`config.mk`:
```
export PLATFORM = sky130hd
export DESIGN_NAME = id_operand_bypass
export DESIGN_NICKNAME = d
export VERILOG_FILES = /design/src/logic/id_width_pkg.sv /design/src/logic/id_operand_bypass.sv
export SDC_FILE = /design/constraint.sdc
export NUM_CORES = 1
export LEC_CHECK = 0
export BUFFER_PORTS_ARGS = -buffer_cell sky130_fd_sc_hd__buf_2
export CORE_AREA = 2 2 183 185
export DETAILED_ROUTE_END_ITERATION = 10
export DIE_AREA = 0 0 185 187
export GPL_ROUTABILITY_DRIVEN = 0
export PLACE_DENSITY = 0.46
export SLEW_MARGIN = 25
export SYNTH_ARGS = -nofsm -noshare
export SYNTH_HDL_FRONTEND = slang
export SYNTH_SLANG_ARGS = --single-unit
```
`constraint.sdc`:
```
create_clock -name vclk -period 3.2
set_input_delay 0.16 -clock vclk [all_inputs]
set_output_delay 0.16 -clock vclk [all_outputs]
set_load 0.005 [all_outputs]
```
`src/logic/id_width_pkg.sv`:
```
// data, address, instruction and register index widths with their vector types

package id_width_pkg;

  localparam int XLEN       = 64;  // register data width
  localparam int PC_W       = 64;
  localparam int INST_W     = 32;
  localparam int REG_ADDR_W = 5;   // 32 architectural registers

  // operands, immediates, results
  typedef logic [XLEN-1:0] xlen_t;

  // instruction address
  typedef logic [PC_W-1:0] pc_t;

  // raw instruction word from fetch
  typedef logic [INST_W-1:0] inst_t;

  // register index, x0 hardwired to zero
  typedef logic [REG_ADDR_W-1:0] reg_addr_t;

endpackage

```
`src/logic/id_operand_bypass.sv`:
```
// source operand forwarding from execute, memory and writeback, plus load-use stall

`timescale 1ns/1ps

module id_operand_bypass import id_width_pkg::*; (
  input  reg_addr_t  i_rs1,
  input  reg_addr_t  i_rs2,
  input  xlen_t      i_rf_rdata1,
  input  xlen_t      i_rf_rdata2,
  input  reg_addr_t  i_es_byp_rd,
  input  xlen_t      i_es_byp_data,
  input  reg_addr_t  i_ms_byp_rd,
  input  xlen_t      i_ms_byp_data,
  input  reg_addr_t  i_ws_byp_rd,
  input  xlen_t      i_ws_byp_data,
  input  logic       i_es_load,
  output xlen_t      o_rs1_data,
  output xlen_t      o_rs2_data,
  output logic       o_load_stall
);

  // newest producer wins, index 0 never forwards
  function automatic xlen_t pick(input reg_addr_t rs, input xlen_t rf_data);
    if (i_es_byp_rd != '0 && i_es_byp_rd == rs) begin
      pick = i_es_byp_data;
    end else if (i_ms_byp_rd != '0 && i_ms_byp_rd == rs) begin
      pick = i_ms_byp_data;
    end else if (i_ws_byp_rd != '0 && i_ws_byp_rd == rs) begin
      pick = i_ws_byp_data;
    end else begin
      pick = rf_data;
    end
  endfunction

  always_comb begin
    o_rs1_data = pick(i_rs1, i_rf_rdata1);
    o_rs2_data = pick(i_rs2, i_rf_rdata2);
  end

  // load data not ready until the load leaves execute
  // both fields compared even if unused by the instruction
  assign o_load_stall = i_es_load && (i_es_byp_rd != '0) &&
                        (i_es_byp_rd == i_rs1 || i_es_byp_rd == i_rs2);

endmodule

```
; ---- Word-level counts from Yosys, hierarchy flattened
; Cells that the tools add are included.
[classes]
n_mux = 6
reduce_logical = 12
eq_ne = 6
[ops]
columns = operator, n
row1 = $mux W64, 6
row2 = $eq A5 B5 Y1, 6
row3 = $reduce_bool A5 Y1, 3
row4 = $logic_and A1 B1 Y1, 8
row5 = $logic_or A1 B1 Y1, 1
[totals]
out_inout_bits = 129
wordCells = 24
inputBits = 346
regBits = 0

; ---- Longest topological paths before layout
[depth]
ltp_word = 5
mapped_depth = 7
mapped_depth_nobuf = 5

; ---- Worst setup path before layout
; No wires, ideal clock.
[synth_path]
path_kind = input to output
start = in i_ws_byp_rd[3]
end = out o_rs2_data[10]
arrival_time_ns = 1.264
setup_slack_ns = 1.776
cell_stages = 6
path_buffers = 1
required_ns = 3.040
path_cell_list = xor2_1 -> nor2_1 -> nand4_2 -> clkbuf_1 -> o221a_1 -> o21ai_1
[synth_via]
elab_chain_len = 5
elab_cells_between_ends = 6
classes_between = eq/ne: 1 / mux: 3 / reduce/logical: 2
[synth_rtl]
columns = item, line
row1 = start: declaration, id_operand_bypass.sv:14  ; input reg_addr_t i_ws_byp_rd,
row2 = $eq A5 B5 Y1 or $reduce_bool A5 Y1 (tied branches), id_operand_bypass.sv:28  ; end else if (i_ws_byp_rd != '0 && i_ws_byp_rd == rs) begin
row3 = $logic_and A1 B1 Y1 *, id_operand_bypass.sv:28
row4 = $mux W64 *, id_operand_bypass.sv:28
row5 = $mux W64 *, id_operand_bypass.sv:26  ; end else if (i_ms_byp_rd != '0 && i_ms_byp_rd == rs) begin
row6 = $mux W64 *, id_operand_bypass.sv:24  ; if (i_es_byp_rd != '0 && i_es_byp_rd == rs) begin
row7 = end: declaration, id_operand_bypass.sv:18  ; output xlen_t o_rs2_data,
; Every way passes the cells marked *; elsewhere a longest branch is shown, timed or not.

; ---- Worst setup path in the final report
[layout_path]
start = in i_ws_byp_rd[3]
end = out o_rs2_data[5]
; Same word-level chain as after synthesis.

==> key figures <==
Logic synthesis
  – Yosys top cell by area: o221a_1
  – Synthesized area: 4845 um^2
  – Yosys warnings: 0
  – Top post-synthesis cells by count: 197 x nand2_1, 131 x o21ai_1, 128 x inv_1
  – Post-Syn Instances: 851
  – Area contributors post-synth: o221a_1 28%, nand2_1 15%, o21ai_1 14%
  – Most common cell in the netlist: nand2_1
  – Mean Syn Cell Area: 5.693 um^2
  – Post-synth top area share: 28.13%
  – Syn_nets: 1197
  – Netlist cell types: 19
  – Seq/Total Area, Yosys: 0%

Min path
  – Hold path start: i_es_byp_data[30]
  – HP Class: in2out

Final layout
  – Share of cells above drive strength 1: 40.51%
  – # clk buffers: 0
  – Seq_cells: 0
  – Area growth syn-to-layout: 54.91%
  – Multi-input gate area: 3884 um^2
  – Register Area: 0 um^2
  – Nets: 1607
  – Diode count: 0
  – Fillers: 3886

Power and ir drop
  – Pwr Density: 140.9 nW/um^2
  – VDD IR-drop max: 0.06562 mV
  – Leak: 3.907 nW

GRT
  – Total routing usage reported by global routing: 15.86%
  – First-pass GRT wire length: 44110 um
  – Largest net degree at the start of global routing: 68
  – Total gr overflow: 0
  – Vias in the first global route: 7844
  – Initial antenna violation count: 2

Setup path
  – CP max FO: 33
  – Critical path class: in2out
  – CP endpoint: o_rs2_data[5]
  – Critical path launch point type: input port
  – Critical path, cell by cell: buf_2, xor2_1, nor2_1, nand4_4, buf_4, o221a_1, o21ai_1, buf_2
  – Critical Path RT: 3.04 ns
  – CP most frequent cell: buf_2
  – Slowest stage delay, CP: 0.50 ns
  – CP Capture Type: output pin
  – Critical Path Source: i_ws_byp_rd[3]
  – CP max-delay cell: nand4_4
  – Arrival time at the worst endpoint: 2.32 ns

Clock network
  – Setup bufs post-CTS: 0
  – Cts repair resizes: 0
  – Hold_buf cts: 0

Timing
  – Final setup fails: 0
  – Fin crit period: 2.484 ns
  – Fin. max-slew vios: 0
  – Final setup TNS: 0 ns
  – Period Utilization, post-route: 77.63%
  – RSZ-0062 raised after global routing: no
  – Measured slew at the worst slew-check pin: 0.7036 ns
  – Final Hold Fails: 0
  – Worst-case headroom to the max-slew limit: 53.09%
  – Worst hold slack: 0.6107 ns
  – FMAX: 0.4025 GHz

Floorplan
  – Die W: 185 um
  – # rows: 67
  – Initial Utilization: 14.74%
  – Ports: 475
  – Die area: 34600 um^2
  – Die height: 187 um
  – Placeable Area: 32860 um^2

Placement
  – PortBufs: 475
  – Post-DP HPWL: 23600 um

Detailed routing
  – ANT nets after route: 0
  – DRC violations left: 0
  – DR iter-0 viols: 544
  – DR vias/cell: 4.755
  – Total number of vias: 8116
  – Routed WL: 30310 um
  – Drt wl/cell: 17.76 um
  – First-pass detailed-route iteration total: 5

Status
  – Status: completed

Job
  – Max Cap Viol: 0
[per-stage QoR]
step	std cells	setup slack, ns	area, um^2	utilization, %	power (W)
2_1_floorplan	851	1.776	4845	-	0.0005033
3_5_place_dp	1707	0.7221	7505	22.84	0.001048
3_3_place_gp	1707	0.7782	7505	22.84	0.001051
4_1_cts	1707	0.7203	7505	22.84	0.001052
5_1_grt	1707	0.5804	7505	22.84	0.001151
6_report	1707	0.7158	7505	22.84	0.001057
[where the power goes]
part	internal (W)	switching, W	total (W)
Clock	0	0	0
Sequential	0	0	0
Combinational	0.000525	0.000532	0.00106
[cells in the final DEF, fill, tap and decap left out]
master / instances
nand2_1: 196
o21ai_0: 125
xor2_1: 16
nor3_1: 7
xnor2_1: 14
o221a_2: 7
inv_1: 128
buf_2: 475
a21boi_0: 1
and4b_2: 2
and4_2: 2
o221a_1: 121
o21ai_1: 131
nand4_4: 1
nand4_1: 5
buf_12: 3
nand2_2: 1
nor2_1: 5
buf_4: 19
[cell families (layout without fill, tap and decap cells)]
group,count (synthesis),count (layout),share of synthesized area (%)
and+or+nand+nor,219,219,18.05
xor gates and xnor gates,30,30,5.424
AOI/OAI and AO/OA,385,385,56.35
buffers and inverters,217,625,20.17
[worst max-delay path, delay by kind of cell]
kind / cells / cell delay, ns
AND/OR/NAND/NOR: 2 / 0.74
XOR/XNOR: 1 / 0.15
AO/OA/AOI/OAI: 2 / 0.46
buffers and inverters: 3 / 0.73
[cell type report]
cell class | count | share of cell area [%]
timing repair buffer | 497 | 34.38
inverter | 128 | 6.402
multi-input combinational | 634 | 51.75
tap | 448 | 7.469
[layer usage]
| metal | routed length (um) | track usage (%) | up-vias |
|---|---|---|---|
| li1 | - | - | 3830 |
| met1 | 11920 | 19.09 | 3713 |
| met2 | 14420 | 27.93 | 503 |
| met3 | 2888 | 3.232 | 68 |
| met4 | 1065 | 5.128 | 2 |
| met5 | 13 | 0 | - |
[how the worst min path moves through the flow]
stage	to	slack, ns	cells after the start
after floorplan	o_rs1_data[0]	0.41	2
after global placement	o_rs2_data[24]	0.61	4
after detailed placement	o_rs2_data[30]	0.61	4
after CTS	o_rs2_data[30]	0.61	4
after global routing	o_rs2_data[24]	0.63	4
final	o_rs2_data[30]	0.61	4
No activity file was read; power rests on OpenSTA's default activity.
