File: src/logic/id_width_pkg.sv
// data, address, instruction and register index widths with their vector types

package id_width_pkg;

  localparam int XLEN       = 64;  // register data width
  localparam int PC_W       = 64;
  localparam int INST_W     = 32;
  localparam int REG_ADDR_W = 5;   // 32 architectural registers

  // operands, immediates, results
  typedef logic [XLEN-1:0] xlen_t;

  // instruction address
  typedef logic [PC_W-1:0] pc_t;

  // raw instruction word from fetch
  typedef logic [INST_W-1:0] inst_t;

  // register index, x0 hardwired to zero
  typedef logic [REG_ADDR_W-1:0] reg_addr_t;

endpackage

File: src/logic/id_gpr_file.sv
// 32-entry general register file, two combinational read ports and one write port

`timescale 1ns/1ps

module id_gpr_file import id_width_pkg::*; (
  input  logic       i_clk,
  input  logic       i_rst_n,
  input  reg_addr_t  i_raddr1,
  input  reg_addr_t  i_raddr2,
  input  logic       i_wen,
  input  reg_addr_t  i_waddr,
  input  xlen_t      i_wdata,
  output xlen_t      o_rdata1,
  output xlen_t      o_rdata2
);

  xlen_t regs [1:31];  // x0 has no storage

  always_ff @(posedge i_clk or negedge i_rst_n) begin
    if (!i_rst_n) begin
      for (int i = 1; i < 32; i++) begin
        regs[i] <= '0;
      end
    end else if (i_wen && i_waddr != '0) begin
      regs[i_waddr] <= i_wdata;
    end
  end

  // same-cycle write not seen here, wb bypass covers it
  assign o_rdata1 = (i_raddr1 == '0) ? '0 : regs[i_raddr1];
  assign o_rdata2 = (i_raddr2 == '0) ? '0 : regs[i_raddr2];

endmodule

File: config.mk
export PLATFORM = sky130hd
export DESIGN_NAME = id_gpr_file
export DESIGN_NICKNAME = d
export VERILOG_FILES = /design/src/logic/id_width_pkg.sv /design/src/logic/id_gpr_file.sv
export SDC_FILE = /design/constraint.sdc
export NUM_CORES = 2
export LEC_CHECK = 0
export CAP_MARGIN = 20
export CORE_UTILIZATION = 40
export CTS_CLUSTER_DIAMETER = 150
export DETAILED_ROUTE_END_ITERATION = 7
export DONT_BUFFER_PORTS = 1
export PLACE_DENSITY = 0.52
export SETUP_SLACK_MARGIN = 0.2
export SLEW_MARGIN = 0
export SYNTH_ARGS = -nofsm -noshare
export SYNTH_HDL_FRONTEND = slang
export SYNTH_SLANG_ARGS = --single-unit
File: constraint.sdc
create_clock -name i_clk -period 3.7 [get_ports i_clk]
set_input_delay 0.185 -clock i_clk [delete_from_list [all_inputs] [get_ports i_clk]]
set_output_delay 0.185 -clock i_clk [all_outputs]
set_load 0.01 [all_outputs]
Word level (Yosys, flattened, before mapping). Cells that the tools add are included.

Register bits after elaboration: 1984. Output and inout port bits: 128. Bits of input ports: 82. Word-level logic and storage cells: 54.

Mux-type cells: 11. Magnitude comparators: 4. Reduce and logical (&&, ||, !) cells: 5. Bitwise logic cells: 3.

Operators by type and width (count): $bwmux W1984 (1); $bmux W64 S5 (2); $mux W64 (7); $demux W64 S5 (1); $ge A6 B6 Y1 const B (3); $not A5 Y6 (3); $logic_not A5 Y1 (2); $lt A6 B1 Y1 const B (1); $reduce_bool A5 Y1 (1); $logic_and A1 B1 Y1 (2).

Depth between registers and ports, before layout.
Depth in word-level cells: 6. Depth in mapped cells: 10. Gate-level depth less buffers: 5.

Worst setup path after synthesis. Ideal clock, no wire load.

Path type: input port to output port. From: in i_raddr2[1]. To: out o_rdata2[5]. Data required time: 3515 ps. Path buffers: 4. Path slack: 1626 ps. Cell stages on the path: 8. Arrival: 1889 ps. Cells stage by stage: buf_2 -> buf_2 -> buf_2 -> buf_1 -> mux4_2 -> mux2_2 -> o211ai_1 -> o21ai_0.

Longest elaborated chain between the ends: 5. Elaborated cells on any way between the ends: 6. Those cells by class: mux (4); bitwise (1); reduce/logical (1).

Ends and longest elaborated chain: from (decl) (RTL line id_gpr_file.sv:9) `input reg_addr_t i_raddr2,`; $not A5 Y6 (implied by the code) (RTL line id_gpr_file.sv:31) `assign o_rdata2 = (i_raddr2 == '0) ? '0 : regs[i_raddr2];`; $bmux W64 S5 (RTL line id_gpr_file.sv:31); $mux W64 (implied by the code) (2 in series) (RTL line id_gpr_file.sv:31); $mux W64 (*) (RTL line id_gpr_file.sv:31); to (decl) (RTL line id_gpr_file.sv:14) `output xlen_t o_rdata2`.

Mark *: on every way between the ends. The rest lies on a longest branch, timed or not. The select of a mux whose other input is x is not followed.

Worst setup path after layout.
From: in i_raddr1[0]. To: out o_rdata1[1].

Longest elaborated chain between the ends: 5. Elaborated cells on any way between the ends: 6. Those cells by class: mux (4); bitwise (1); reduce/logical (1).

Ends and longest elaborated chain: from (decl) (RTL line id_gpr_file.sv:8) `input reg_addr_t i_raddr1,`; $not A5 Y6 (implied by the code) (RTL line id_gpr_file.sv:30) `assign o_rdata1 = (i_raddr1 == '0) ? '0 : regs[i_raddr1];`; $bmux W64 S5 (RTL line id_gpr_file.sv:30); $mux W64 (implied by the code) (2 in series) (RTL line id_gpr_file.sv:30); $mux W64 (*) (RTL line id_gpr_file.sv:30); to (decl) (RTL line id_gpr_file.sv:13) `output xlen_t o_rdata1,`.

Marked as above.

==> results.txt <==
Filler instances = 23500
Max FFs per register = 1984
Worst setup SP type = input port
Chip Width = 518 um
Number of buffers added on ports = 0
Max clock buf depth = 4
Cell Chain, Critical Path = mux4_2 -> nor2b_1 -> nor3_1 -> a311oi_1 -> a31oi_1 -> buf_4 -> buf_4
Initial antenna violation count = 26
Clk slew on worst S/H paths = 0.06 ns
Power per cell area = 546 nW/um^2
Syn Area/Cell = 14.3 sq um
Synth async-reset ratio = 100%
Biggest regs = regs: 1984 flops
Grt ovf = 0
Number of synthesized flops with an enable pin = 0
RSZ-0062 raised after global routing = no
Yosys warns = 0
Unique masters post-synth = 44
Critical path buffer and inverter count = 2
Most frequent CP cell = buf_4
Sequential power share = 44.7%
# rows = 189
Post-CTS Repair Setup Buffers = 0
Die area = 269000 sq um
Tcrit/Tclk final = 96.8%
IO Pins = 210
GRT Total Usage = 26.8%
Routed WL = 362000 um
Tmin final = 3.58 ns
Worst-skew pair later-pin latency = 0.88 ns
Placed Cells = 10400
Final Skew = 0 ns
Worst VDD drop = 0.352 mV
Seq/Total Area, Yosys = 46.5%
Layout cells sized above 1 = 48.4%
CTS Root Cell = clkbuf_16
Critical path type = input port to primary output
Final antenna-violating net count = 0
Final Hold Fails = 605
DRC viols = 57
Register with the most flip-flops = regs
Hold buffer count at cts = 75
Post-Synthesis Cells = 7449
Vias in the first global route = 71200
Max Slew Vio Count = 148
Failing checks = DRC, hold timing, slew limit
Logic pwr share = 19.0%
Area grow syn2layout = 11.6%
Max stage delay cell, worst path = mux4_2
Mapped cell area = 107000 sq um
Design Area, Final = 119000 sq um
Global-route wire length before repair = 527000 um
R2r startpoint = regs[1833]
Worst min path class = input port to async pin
Worst EP required = 3.51 ns
Placer congestion estimate = 0.752
Worst path arrival time = 3.40 ns
Total Power = 65.0 mW
Largest net degree at the start of global routing = 523
DR vias = 68100
Total negative setup slack = 0 ns
CTS resizes = 0
Final Non-Filler Cells = 10900
Max stage delay on crit path = 1.26 ns
Switching pwr = 17.2 mW
Flop and latch count out of synthesis = 1984
Slew headroom = -55.2%
Post-synth top area cell = dfrtp_1
Internal power = 47.8 mW
Initial DRT Pass Iterations = 8
Largest fanout on the critical path = 522
WL/cell = 33.2 um
CP endpoint kind = primary output
Leakage = 51.4 nW
Worst-Margin Slew = 2.33 ns
Vias per cell = 6.25
Clock power share = 36.3%
TritonCTS buffer count = 234
Worst path top cell family by delay = multiplexers
Fin Hold WS = -0.982 ns
Hpwl dp = 175000 um
Predominant post-synthesis flop cell = dfrtp_1
Nets = 7246
Setup violations, final = 0
Starting DRT DRC Count = 5518
CP startpoint = i_raddr1[0]
Run status = complete, but fails checks
Core Footprint = 265000 sq um
Mapped Nets = 7531
TritonCTS clock tree = built
Dpl cell area = 110000 sq um
Initial Util = 40.2%
F_max = 0.279 GHz
Max Cap Viol = 0
Synth area leaders = dfrtp_1 (47%), mux2_2 (23%), mux4_2 (16%)
Clock H-tree levels = 4
Synth top area share = 46.5%
Clock sinks = 1984
Net Sw Frac = 26.4%
Die H = 518 um
[synth_stat cells (all sizes together), types with 9 or more instances]
cell type,count
nand3,19
nor2b,121
a21oi,121
or3,16
mux2i,458
o32a,18
nand2,254
o221ai,15
o22ai,9
a221oi,120
a21o,9
dfrtp,1984
nor3,88
nor2,105
buf,356
mux2,2185
a22oi,75
o21ai,105
a211o,9
clkbuf,446
o211ai,79
a31oi,68
mux4,748
[final timing paths]
kind                               endpoint  slack (ns)  cells past startpoint
worst max-delay path            o_rdata1[1]        0.12                      7
worst min-delay path              regs[675]       -0.98                      0
worst max register to register   regs[1833]        2.37                      2
worst min register to register    regs[124]        0.52                      1
max in group asynchronous        regs[1659]        0.92                      4
min in group i_clk                regs[324]        0.07                      4
[layout by cell type, fill, tap and decap left out, drive strengths merged, types with 15 or more instances in the layout]
| cell | instances |
|---|---|
| a21oi | 121 |
| a221oi | 120 |
| a22oi | 75 |
| a31oi | 68 |
| buf | 204 |
| bufinv | 20 |
| clkbuf | 343 |
| clkinv | 49 |
| dfrtp | 1984 |
| dlygate4sd3 | 73 |
| mux2 | 2185 |
| mux2i | 458 |
| mux4 | 748 |
| nand2 | 254 |
| nand3 | 19 |
| nor2 | 105 |
| nor2b | 121 |
| nor3 | 88 |
| o211ai | 79 |
| o21ai | 105 |
| o221ai | 15 |
| o32a | 18 |
| or3 | 16 |
[worst reg2reg max path, cell delays in order, from the launching register on]
cell and delay (ns):
dfrtp_1 0.40, mux2_2 0.26, dlygate4sd3_1 0.55
[cell families (layout without fill, tap and decap cells)]
logic type	after synthesis	after routing	synth area share, %
DFF	1984	1984	46.5
and+or+nand+nor	620	620	2.69
muxes	3391	3391	43.2
AOI/OAI and AO/OA	651	651	4.21
other	0	7	0
buffers and inverters	803	699	3.37
[what timing repair did]
item                                    4_1_cts  5_1_grt
endpoints found under the setup margin      217      433
cloned                                        1        3
endpoints found under the hold margin      2589      605
[through the flow]
| stage | util [%] | setup slack [ns] |
|---|---|---|
| after detailed placement | 41.4 | -1.18 |
| after CTS | 44.6 | 0.270 |
| final | 44.9 | 0.118 |
| after global placement | 41.4 | -1.09 |
| after global routing | 44.9 | 0.409 |
| after floorplan | - | 1.63 |
[area by class of cell]
cell class                      instances  area, sq um  share of cell area, %
Antenna cell                            7         17.5                 0.0147
Clock buffer                          340         6800                   5.71
Clock inverter                         77          925                  0.776
Inverter                                1         8.76                0.00736
Multi-Input combinational cell       4662        53800                   45.1
Sequential cell                      1984        49600                   41.7
Tap cell                             3533         4420                   3.71
Timing Repair Buffer                  281         3500                   2.94
[routing by layer]
metal	part of all wire, %	vias to the layer above	wire, um	global-route usage [%]
met5	0.023	-	83	0
met3	5.0	583	18100	3.81
met4	3.1	12	11300	7.62
met2	48	2023	173000	43.6
li1	-	27900	-	-
met1	44	37600	159000	37.2
[power by group through the flow]
stage | Combinational [mW] | Sequential [mW] | Clock (mW)
final | 12.4 | 29.1 | 23.6
after detailed placement | 11.9 | 29.3 | 0
after global placement | 11.7 | 29.0 | 0
after floorplan | 10.2 | 28.3 | 0
after CTS | 12.3 | 28.9 | 24.1
after global routing | 13.3 | 29.6 | 25.0
(Power assumes the default switching activity.)
