===== src/logic/id_width_pkg.sv =====
// data, address, instruction and register index widths with their vector types

package id_width_pkg;

  localparam int XLEN       = 64;  // register data width
  localparam int PC_W       = 64;
  localparam int INST_W     = 32;
  localparam int REG_ADDR_W = 5;   // 32 architectural registers

  // operands, immediates, results
  typedef logic [XLEN-1:0] xlen_t;

  // instruction address
  typedef logic [PC_W-1:0] pc_t;

  // raw instruction word from fetch
  typedef logic [INST_W-1:0] inst_t;

  // register index, x0 hardwired to zero
  typedef logic [REG_ADDR_W-1:0] reg_addr_t;

endpackage


===== src/logic/rv_isa_pkg.sv =====
// rv64i opcode and funct constants, alu op codes, branch functions, operand selects

package rv_isa_pkg;

  // major opcodes of the decoded subset
  localparam logic [6:0] OPC_LUI    = 7'b0110111;
  localparam logic [6:0] OPC_AUIPC  = 7'b0010111;
  localparam logic [6:0] OPC_OP_IMM = 7'b0010011;
  localparam logic [6:0] OPC_OP     = 7'b0110011;
  localparam logic [6:0] OPC_LOAD   = 7'b0000011;
  localparam logic [6:0] OPC_STORE  = 7'b0100011;
  localparam logic [6:0] OPC_BRANCH = 7'b1100011;
  localparam logic [6:0] OPC_JAL    = 7'b1101111;
  localparam logic [6:0] OPC_JALR   = 7'b1100111;

  localparam logic [2:0] F3_ADD_SUB = 3'b000;
  localparam logic [2:0] F3_SLL     = 3'b001;
  localparam logic [2:0] F3_SLT     = 3'b010;
  localparam logic [2:0] F3_SLTU    = 3'b011;
  localparam logic [2:0] F3_XOR     = 3'b100;
  localparam logic [2:0] F3_SRL_SRA = 3'b101;
  localparam logic [2:0] F3_OR      = 3'b110;
  localparam logic [2:0] F3_AND     = 3'b111;
  localparam logic [2:0] F3_DWORD   = 3'b011;  // ld / sd
  localparam logic [2:0] F3_JALR    = 3'b000;

  localparam logic [6:0] F7_BASE = 7'b0000000;
  localparam logic [6:0] F7_ALT  = 7'b0100000;  // sub, sra
  localparam logic [5:0] F6_BASE = 6'b000000;   // rv64 shift-immediate
  localparam logic [5:0] F6_ALT  = 6'b010000;

  typedef logic [3:0] alu_op_t;
  localparam alu_op_t ALU_ADD   = 4'd0;
  localparam alu_op_t ALU_SUB   = 4'd1;
  localparam alu_op_t ALU_SLL   = 4'd2;
  localparam alu_op_t ALU_SLT   = 4'd3;
  localparam alu_op_t ALU_SLTU  = 4'd4;
  localparam alu_op_t ALU_XOR   = 4'd5;
  localparam alu_op_t ALU_SRL   = 4'd6;
  localparam alu_op_t ALU_SRA   = 4'd7;
  localparam alu_op_t ALU_OR    = 4'd8;
  localparam alu_op_t ALU_AND   = 4'd9;
  localparam alu_op_t ALU_COPY2 = 4'd10;  // result = operand 2, for lui

  // same encoding as funct3 of a branch
  typedef logic [2:0] br_func_t;
  localparam br_func_t BR_BEQ  = 3'b000;
  localparam br_func_t BR_BNE  = 3'b001;
  localparam br_func_t BR_BLT  = 3'b100;
  localparam br_func_t BR_BGE  = 3'b101;
  localparam br_func_t BR_BLTU = 3'b110;
  localparam br_func_t BR_BGEU = 3'b111;

  typedef logic src1_sel_t;
  localparam src1_sel_t SRC1_RS1 = 1'b0;
  localparam src1_sel_t SRC1_PC  = 1'b1;

  typedef logic [1:0] src2_sel_t;
  localparam src2_sel_t SRC2_RS2  = 2'd0;
  localparam src2_sel_t SRC2_IMM  = 2'd1;
  localparam src2_sel_t SRC2_FOUR = 2'd2;  // link value pc + 4

endpackage


===== src/logic/id_branch_unit.sv =====
// branch condition evaluation and branch / jal / jalr target computation

`timescale 1ns/1ps

module id_branch_unit import id_width_pkg::*, rv_isa_pkg::*; (
  input  pc_t       i_pc,
  input  xlen_t     i_rs1_data,
  input  xlen_t     i_rs2_data,
  input  xlen_t     i_imm,
  input  logic      i_is_branch,
  input  logic      i_is_jal,
  input  logic      i_is_jalr,
  input  br_func_t  i_br_func,
  output logic      o_taken,
  output pc_t       o_target
);

  logic  eq, lt_s, lt_u;
  logic  cond;
  xlen_t jalr_sum;

  assign eq   = (i_rs1_data == i_rs2_data);
  assign lt_s = ($signed(i_rs1_data) < $signed(i_rs2_data));
  assign lt_u = (i_rs1_data < i_rs2_data);

  always_comb begin
    case (i_br_func)
      BR_BEQ:  cond = eq;
      BR_BNE:  cond = !eq;
      BR_BLT:  cond = lt_s;
      BR_BGE:  cond = !lt_s;
      BR_BLTU: cond = lt_u;
      BR_BGEU: cond = !lt_u;
      default: cond = 1'b0;  // reserved funct3, decoder flags it
    endcase
  end

  assign o_taken = i_is_jal || i_is_jalr || (i_is_branch && cond);

  assign jalr_sum = i_rs1_data + i_imm;
  assign o_target = i_is_jalr ? {jalr_sum[XLEN-1:1], 1'b0}  // lsb cleared per spec
                              : i_pc + i_imm;

endmodule


===== config.mk =====
export PLATFORM = sky130hd
export DESIGN_NAME = id_branch_unit
export DESIGN_NICKNAME = d
export VERILOG_FILES = /design/src/logic/id_width_pkg.sv /design/src/logic/rv_isa_pkg.sv /design/src/logic/id_branch_unit.sv
export SDC_FILE = /design/constraint.sdc
export NUM_CORES = 1
export LEC_CHECK = 0
export BUFFER_PORTS_ARGS = -buffer_cell sky130_fd_sc_hd__buf_4
export CAP_MARGIN = 5
export CORE_UTILIZATION = 30
export DETAILED_ROUTE_END_ITERATION = 12
export PLACE_DENSITY_LB_ADDON = 0.12
export SLEW_MARGIN = 20
export SYNTH_ARGS = -nofsm -noshare
export SYNTH_HDL_FRONTEND = slang
export SYNTH_SLANG_ARGS = --single-unit

===== constraint.sdc =====
create_clock -name vclk -period 4.8
set_input_delay 0.96 -clock vclk [all_inputs]
set_output_delay 0.96 -clock vclk [all_outputs]
set_load 0.1 [all_outputs]

Word level (Yosys, flattened, before mapping)

Index checks and enable logic that the tools add are counted.

Bits of input ports: 262
Word-level logic and storage cells: 19
Output and inout bits: 65
Register bits: 0

Equal/unequal tests: 6
Add/subtract/negate cells: 2
Magnitude comparators: 2
Multiplexer cells: 2
Reductions and logical operators: 7

Operators by type and width:

| operator                                                         | count |
|---|---|
| 64-bit adder                                                     | 2 |
| 64-bit < comparator                                              | 2 |
| 64-bit == test                                                   | 1 |
| 64-bit 2-to-1 mux                                                | 1 |
| 3-bit == test (second input constant)                            | 4 |
| 1-bit case mux with 6 select lines                               | 1 |
| 3-bit by 1-bit == test with 1-bit output (second input constant) | 1 |
| 1-bit logical NOT                                                | 3 |
| 3-bit logical NOT                                                | 1 |
| 1-bit logical OR                                                 | 2 |
| 1-bit logical AND                                                | 1 |

Logic depth before layout (Yosys ltp)

Depth after elaboration: 5
Mapped depth: 14
Mapped depth without buffers: 14

Worst setup path after synthesis

No wires, ideal clock.

Path kind: input -> output
Start point: input i_pc[1]
End point: output o_target[57]
Stages: 12
Required time: 3.840 ns
Path buffers: 0
Setup slack: -1.702 ns
Arrival time: 5.542 ns
Path through: ha_1 a211oi_1 nor2_1 o41a_1 a211o_1 a32oi_1 a31oi_1 a211oi_1 o21bai_1 a21oi_1 xor2_1 o21ai_0

Longest elaborated chain between the ends: 2

Ends and longest elaborated chain:

| item              | RTL line             | RTL |
|---|---|---|
| from (decl)       | id_branch_unit.sv:6  | `input pc_t i_pc,` |
| 64-bit adder      | id_branch_unit.sv:42 | `: i_pc + i_imm;` |
| 64-bit 2-to-1 mux | id_branch_unit.sv:41 | `assign o_target = i_is_jalr ? {jalr_sum[XLEN-1:1], 1'b0}` |
| to (decl)         | id_branch_unit.sv:15 | `output pc_t o_target` |

No other way between the ends.

Worst setup path after layout

Start point: input i_rs1_data[30]
End point: output o_target[60]

Longest elaborated chain between the ends: 2

Ends and longest elaborated chain:

| item              | RTL line             | RTL |
|---|---|---|
| from (decl)       | id_branch_unit.sv:7  | `input xlen_t i_rs1_data,` |
| 64-bit adder      | id_branch_unit.sv:40 | `assign jalr_sum = i_rs1_data + i_imm;` |
| 64-bit 2-to-1 mux | id_branch_unit.sv:41 |  |

No other way between the ends.

==> results.yml <==
timing:
  rsz0062_at_grt: "true"
  setup_viol: 30
  tightestPinTransition_ns: 0.753
  holdWs_ns: 2.28
  relSlewSlack_pct: 49.2
  fin_ws_ns: -0.533
  finalHoldViolations: 0
  min_period_ns: 5.33
  finalCritPeriodShare_pct: 111
  max_freq_mhz: 187
  fin_setup_tns_ns: -5.50
  maxSlewViolCount: 0
placed_design:
  hpwl_um: 35400
  dp_slack_ns: -0.647
  dp_cells: 2431
  place.port_buffers: 327
  routabilityCongestion: 0.929
logic_synthesis:
  ys_seq_area_share_pct: 0
  syn_area_per_cell_um2: 6.81
  synth_top_area_share_pct: 25.3
  netlist_instances: 1374
  syn_nets: 1827
  synth.distinct_cells: 75
  synth_area_leaders: "ha_1, a21oi_1, a21o_1"
  yosysWarningCount: 0
  syn_area_um2: 9360
  yosys.area.top_type: "ha_1"
routing:
  totalWireLength_um: 41300
  initialDrtViolationCount: 694
  vias: 12700
  ant_nets: 0
  post-route-drc-count: 0
  wl_per_cell_um: 16.8
  first_pass_iters: 5
  avgViaCountPerCell: 5.14
cells_and_area:
  finalNonFillerCells: 2464
  multi_input_area_um2: 10200
  final_nets: 2523
  seqCellArea_um2: 0
  nFlopsAndLatches: 0
  final_common_cell: "buf_4"
  drive_gt1_share_pct: 45.9
  syn_to_final_growth_pct: 84.8
  antenna_cells: 0
  mostFrequentLayoutCells: "buf_4, ha_1, a21oi_1, nand2_1, a21o_1"
  fillCellCount: 2947
  n_clock_buffer: 0
power_and_ir_drop:
  vdd_drop_max_mv: 0.170
  swShare_pct: 58.3
  p_per_area_nw_per_um2: 204
  combPwrFrac_pct: 100.0
  p_total_uw: 3530
  p_clk_share_pct: 0
  netSwitchingPower_uw: 2060
  leakage_uw: 0.00881
  p_int_uw: 1470
  seqPwrFrac_pct: 0
die:
  coreArea_um2: 30700
  die_h_um: 179
  die-area_um2: 31900
  initial_core_util_pct: 30.5
  rows: 64
  io_pins: 327
  die_w_um: 179
global_routing:
  grt_pass1_wl_um: 63100
  grt_usage_pct: 24.5
  grt_max_degree: 48
  grt_pass1_vias: 12500
  grt-ovfl-total: 0
  antenna_found_initial: 1
hold_path:
  hp-class: "in -> out"
  min_from: "i_imm[63]"
worst_setup_path:
  cp-start-kind: "input port"
  cp-startpoint: "i_rs1_data[30]"
  critical_path_class: "in -> out"
  cp.arrival_ns: 4.37
  path_max_fanout: 5
  worst_setup_path_end_kind: "primary output"
  worstPathRequired_ns: 3.84
status:
  outcome: "complete, but fails checks"
  violations: "negative setup slack"
run:
  drv_cap: 0
clock_tree:
  hold_buffers: 0
==> what timing repair did <==
action / 4_1_cts / 5_1_grt
gates cloned: 0 / 0
gates resized for setup: 177 / 155
pin swaps: 52 / 84
setup endpoints to repair: 39 / 42
buffers inserted: 20 / 18
==> synthesized netlist by cell type (11+ instances only) <==
| cell | count |
|---|---|
| ha_1 | 189 |
| a21oi_1 | 182 |
| nand2_1 | 129 |
| a21o_1 | 108 |
| inv_1 | 95 |
| o21ai_0 | 94 |
| nor2_1 | 93 |
| xnor2_1 | 71 |
| xor2_1 | 51 |
| nand4_1 | 41 |
| clkbuf_1 | 37 |
| nand3_1 | 25 |
| o21bai_1 | 23 |
| nor2b_1 | 18 |
| a211oi_1 | 17 |
| and3_1 | 14 |
| o21a_1 | 13 |
| a31oi_1 | 12 |
| nand2b_1 | 12 |
| nor3_1 | 11 |
| o211ai_1 | 11 |
| o31ai_1 | 11 |
==> final cells by class <==
type	instances	share of cell area [%]
Inverter	95	2.12
Multi-Input combinational cell	1229	59.0
Tap cell	396	2.87
Timing Repair Buffer	744	36.0
==> worst paths after layout <==
check                 endpoint  slack [ns]  cells after the start
setup / recovery  o_target[60]       -0.53                     14
hold / removal    o_target[63]        2.28                      3
==> logic make-up (layout without fill, tap and decap cells) <==
logic type                 Yosys count  count (layout)  synth area share (%)
buffers and inverters              145             839                  6.04
AOI/OAI and AO/OA                  533             533                  36.8
muxes                               13              13                  1.43
xor gates and xnor gates           122             122                  11.4
adders and majority gates          191             191                  25.7
and+or+nand+nor                    370             370                  18.7
==> through the flow <==
step                utilization (%)  instance area (µm²)
CTS                            53.3                16400
global route                   56.4                17300
detailed placement             50.4                15400
floorplan                         -                 9800
finish                         56.4                17300
global placement               50.4                15400
==> power by group through the flow <==
stage | combinational, µW | sequential, µW | clock (µW)
floorplan | 2020 | 0 | 0
global placement | 3060 | 0 | 0
detailed placement | 3070 | 0 | 0
CTS | 3320 | 0 | 0
global route | 3740 | 0 | 0
finish | 3530 | 0 | 0
==> worst max-delay path: stages <==
cell	delay (ns)
buf_4	0.11
ha_1	0.32
buf_4	0.16
nand2_1	0.08
nor2_1	0.23
nand2_1	0.16
or4_4	0.62
a2111oi_4	0.41
o211ai_2	0.21
and3b_4	0.25
o41ai_4	0.33
xnor2_2	0.14
mux2i_4	0.18
buf_12	0.20
==> layer usage <==
metal  share of wire, %  GRT usage, %
met4                1.7          3.67
met1                 46          33.1
met5              0.031             0
met3                4.6          1.85
met2                 47          43.0
(Power assumes the default switching activity.)
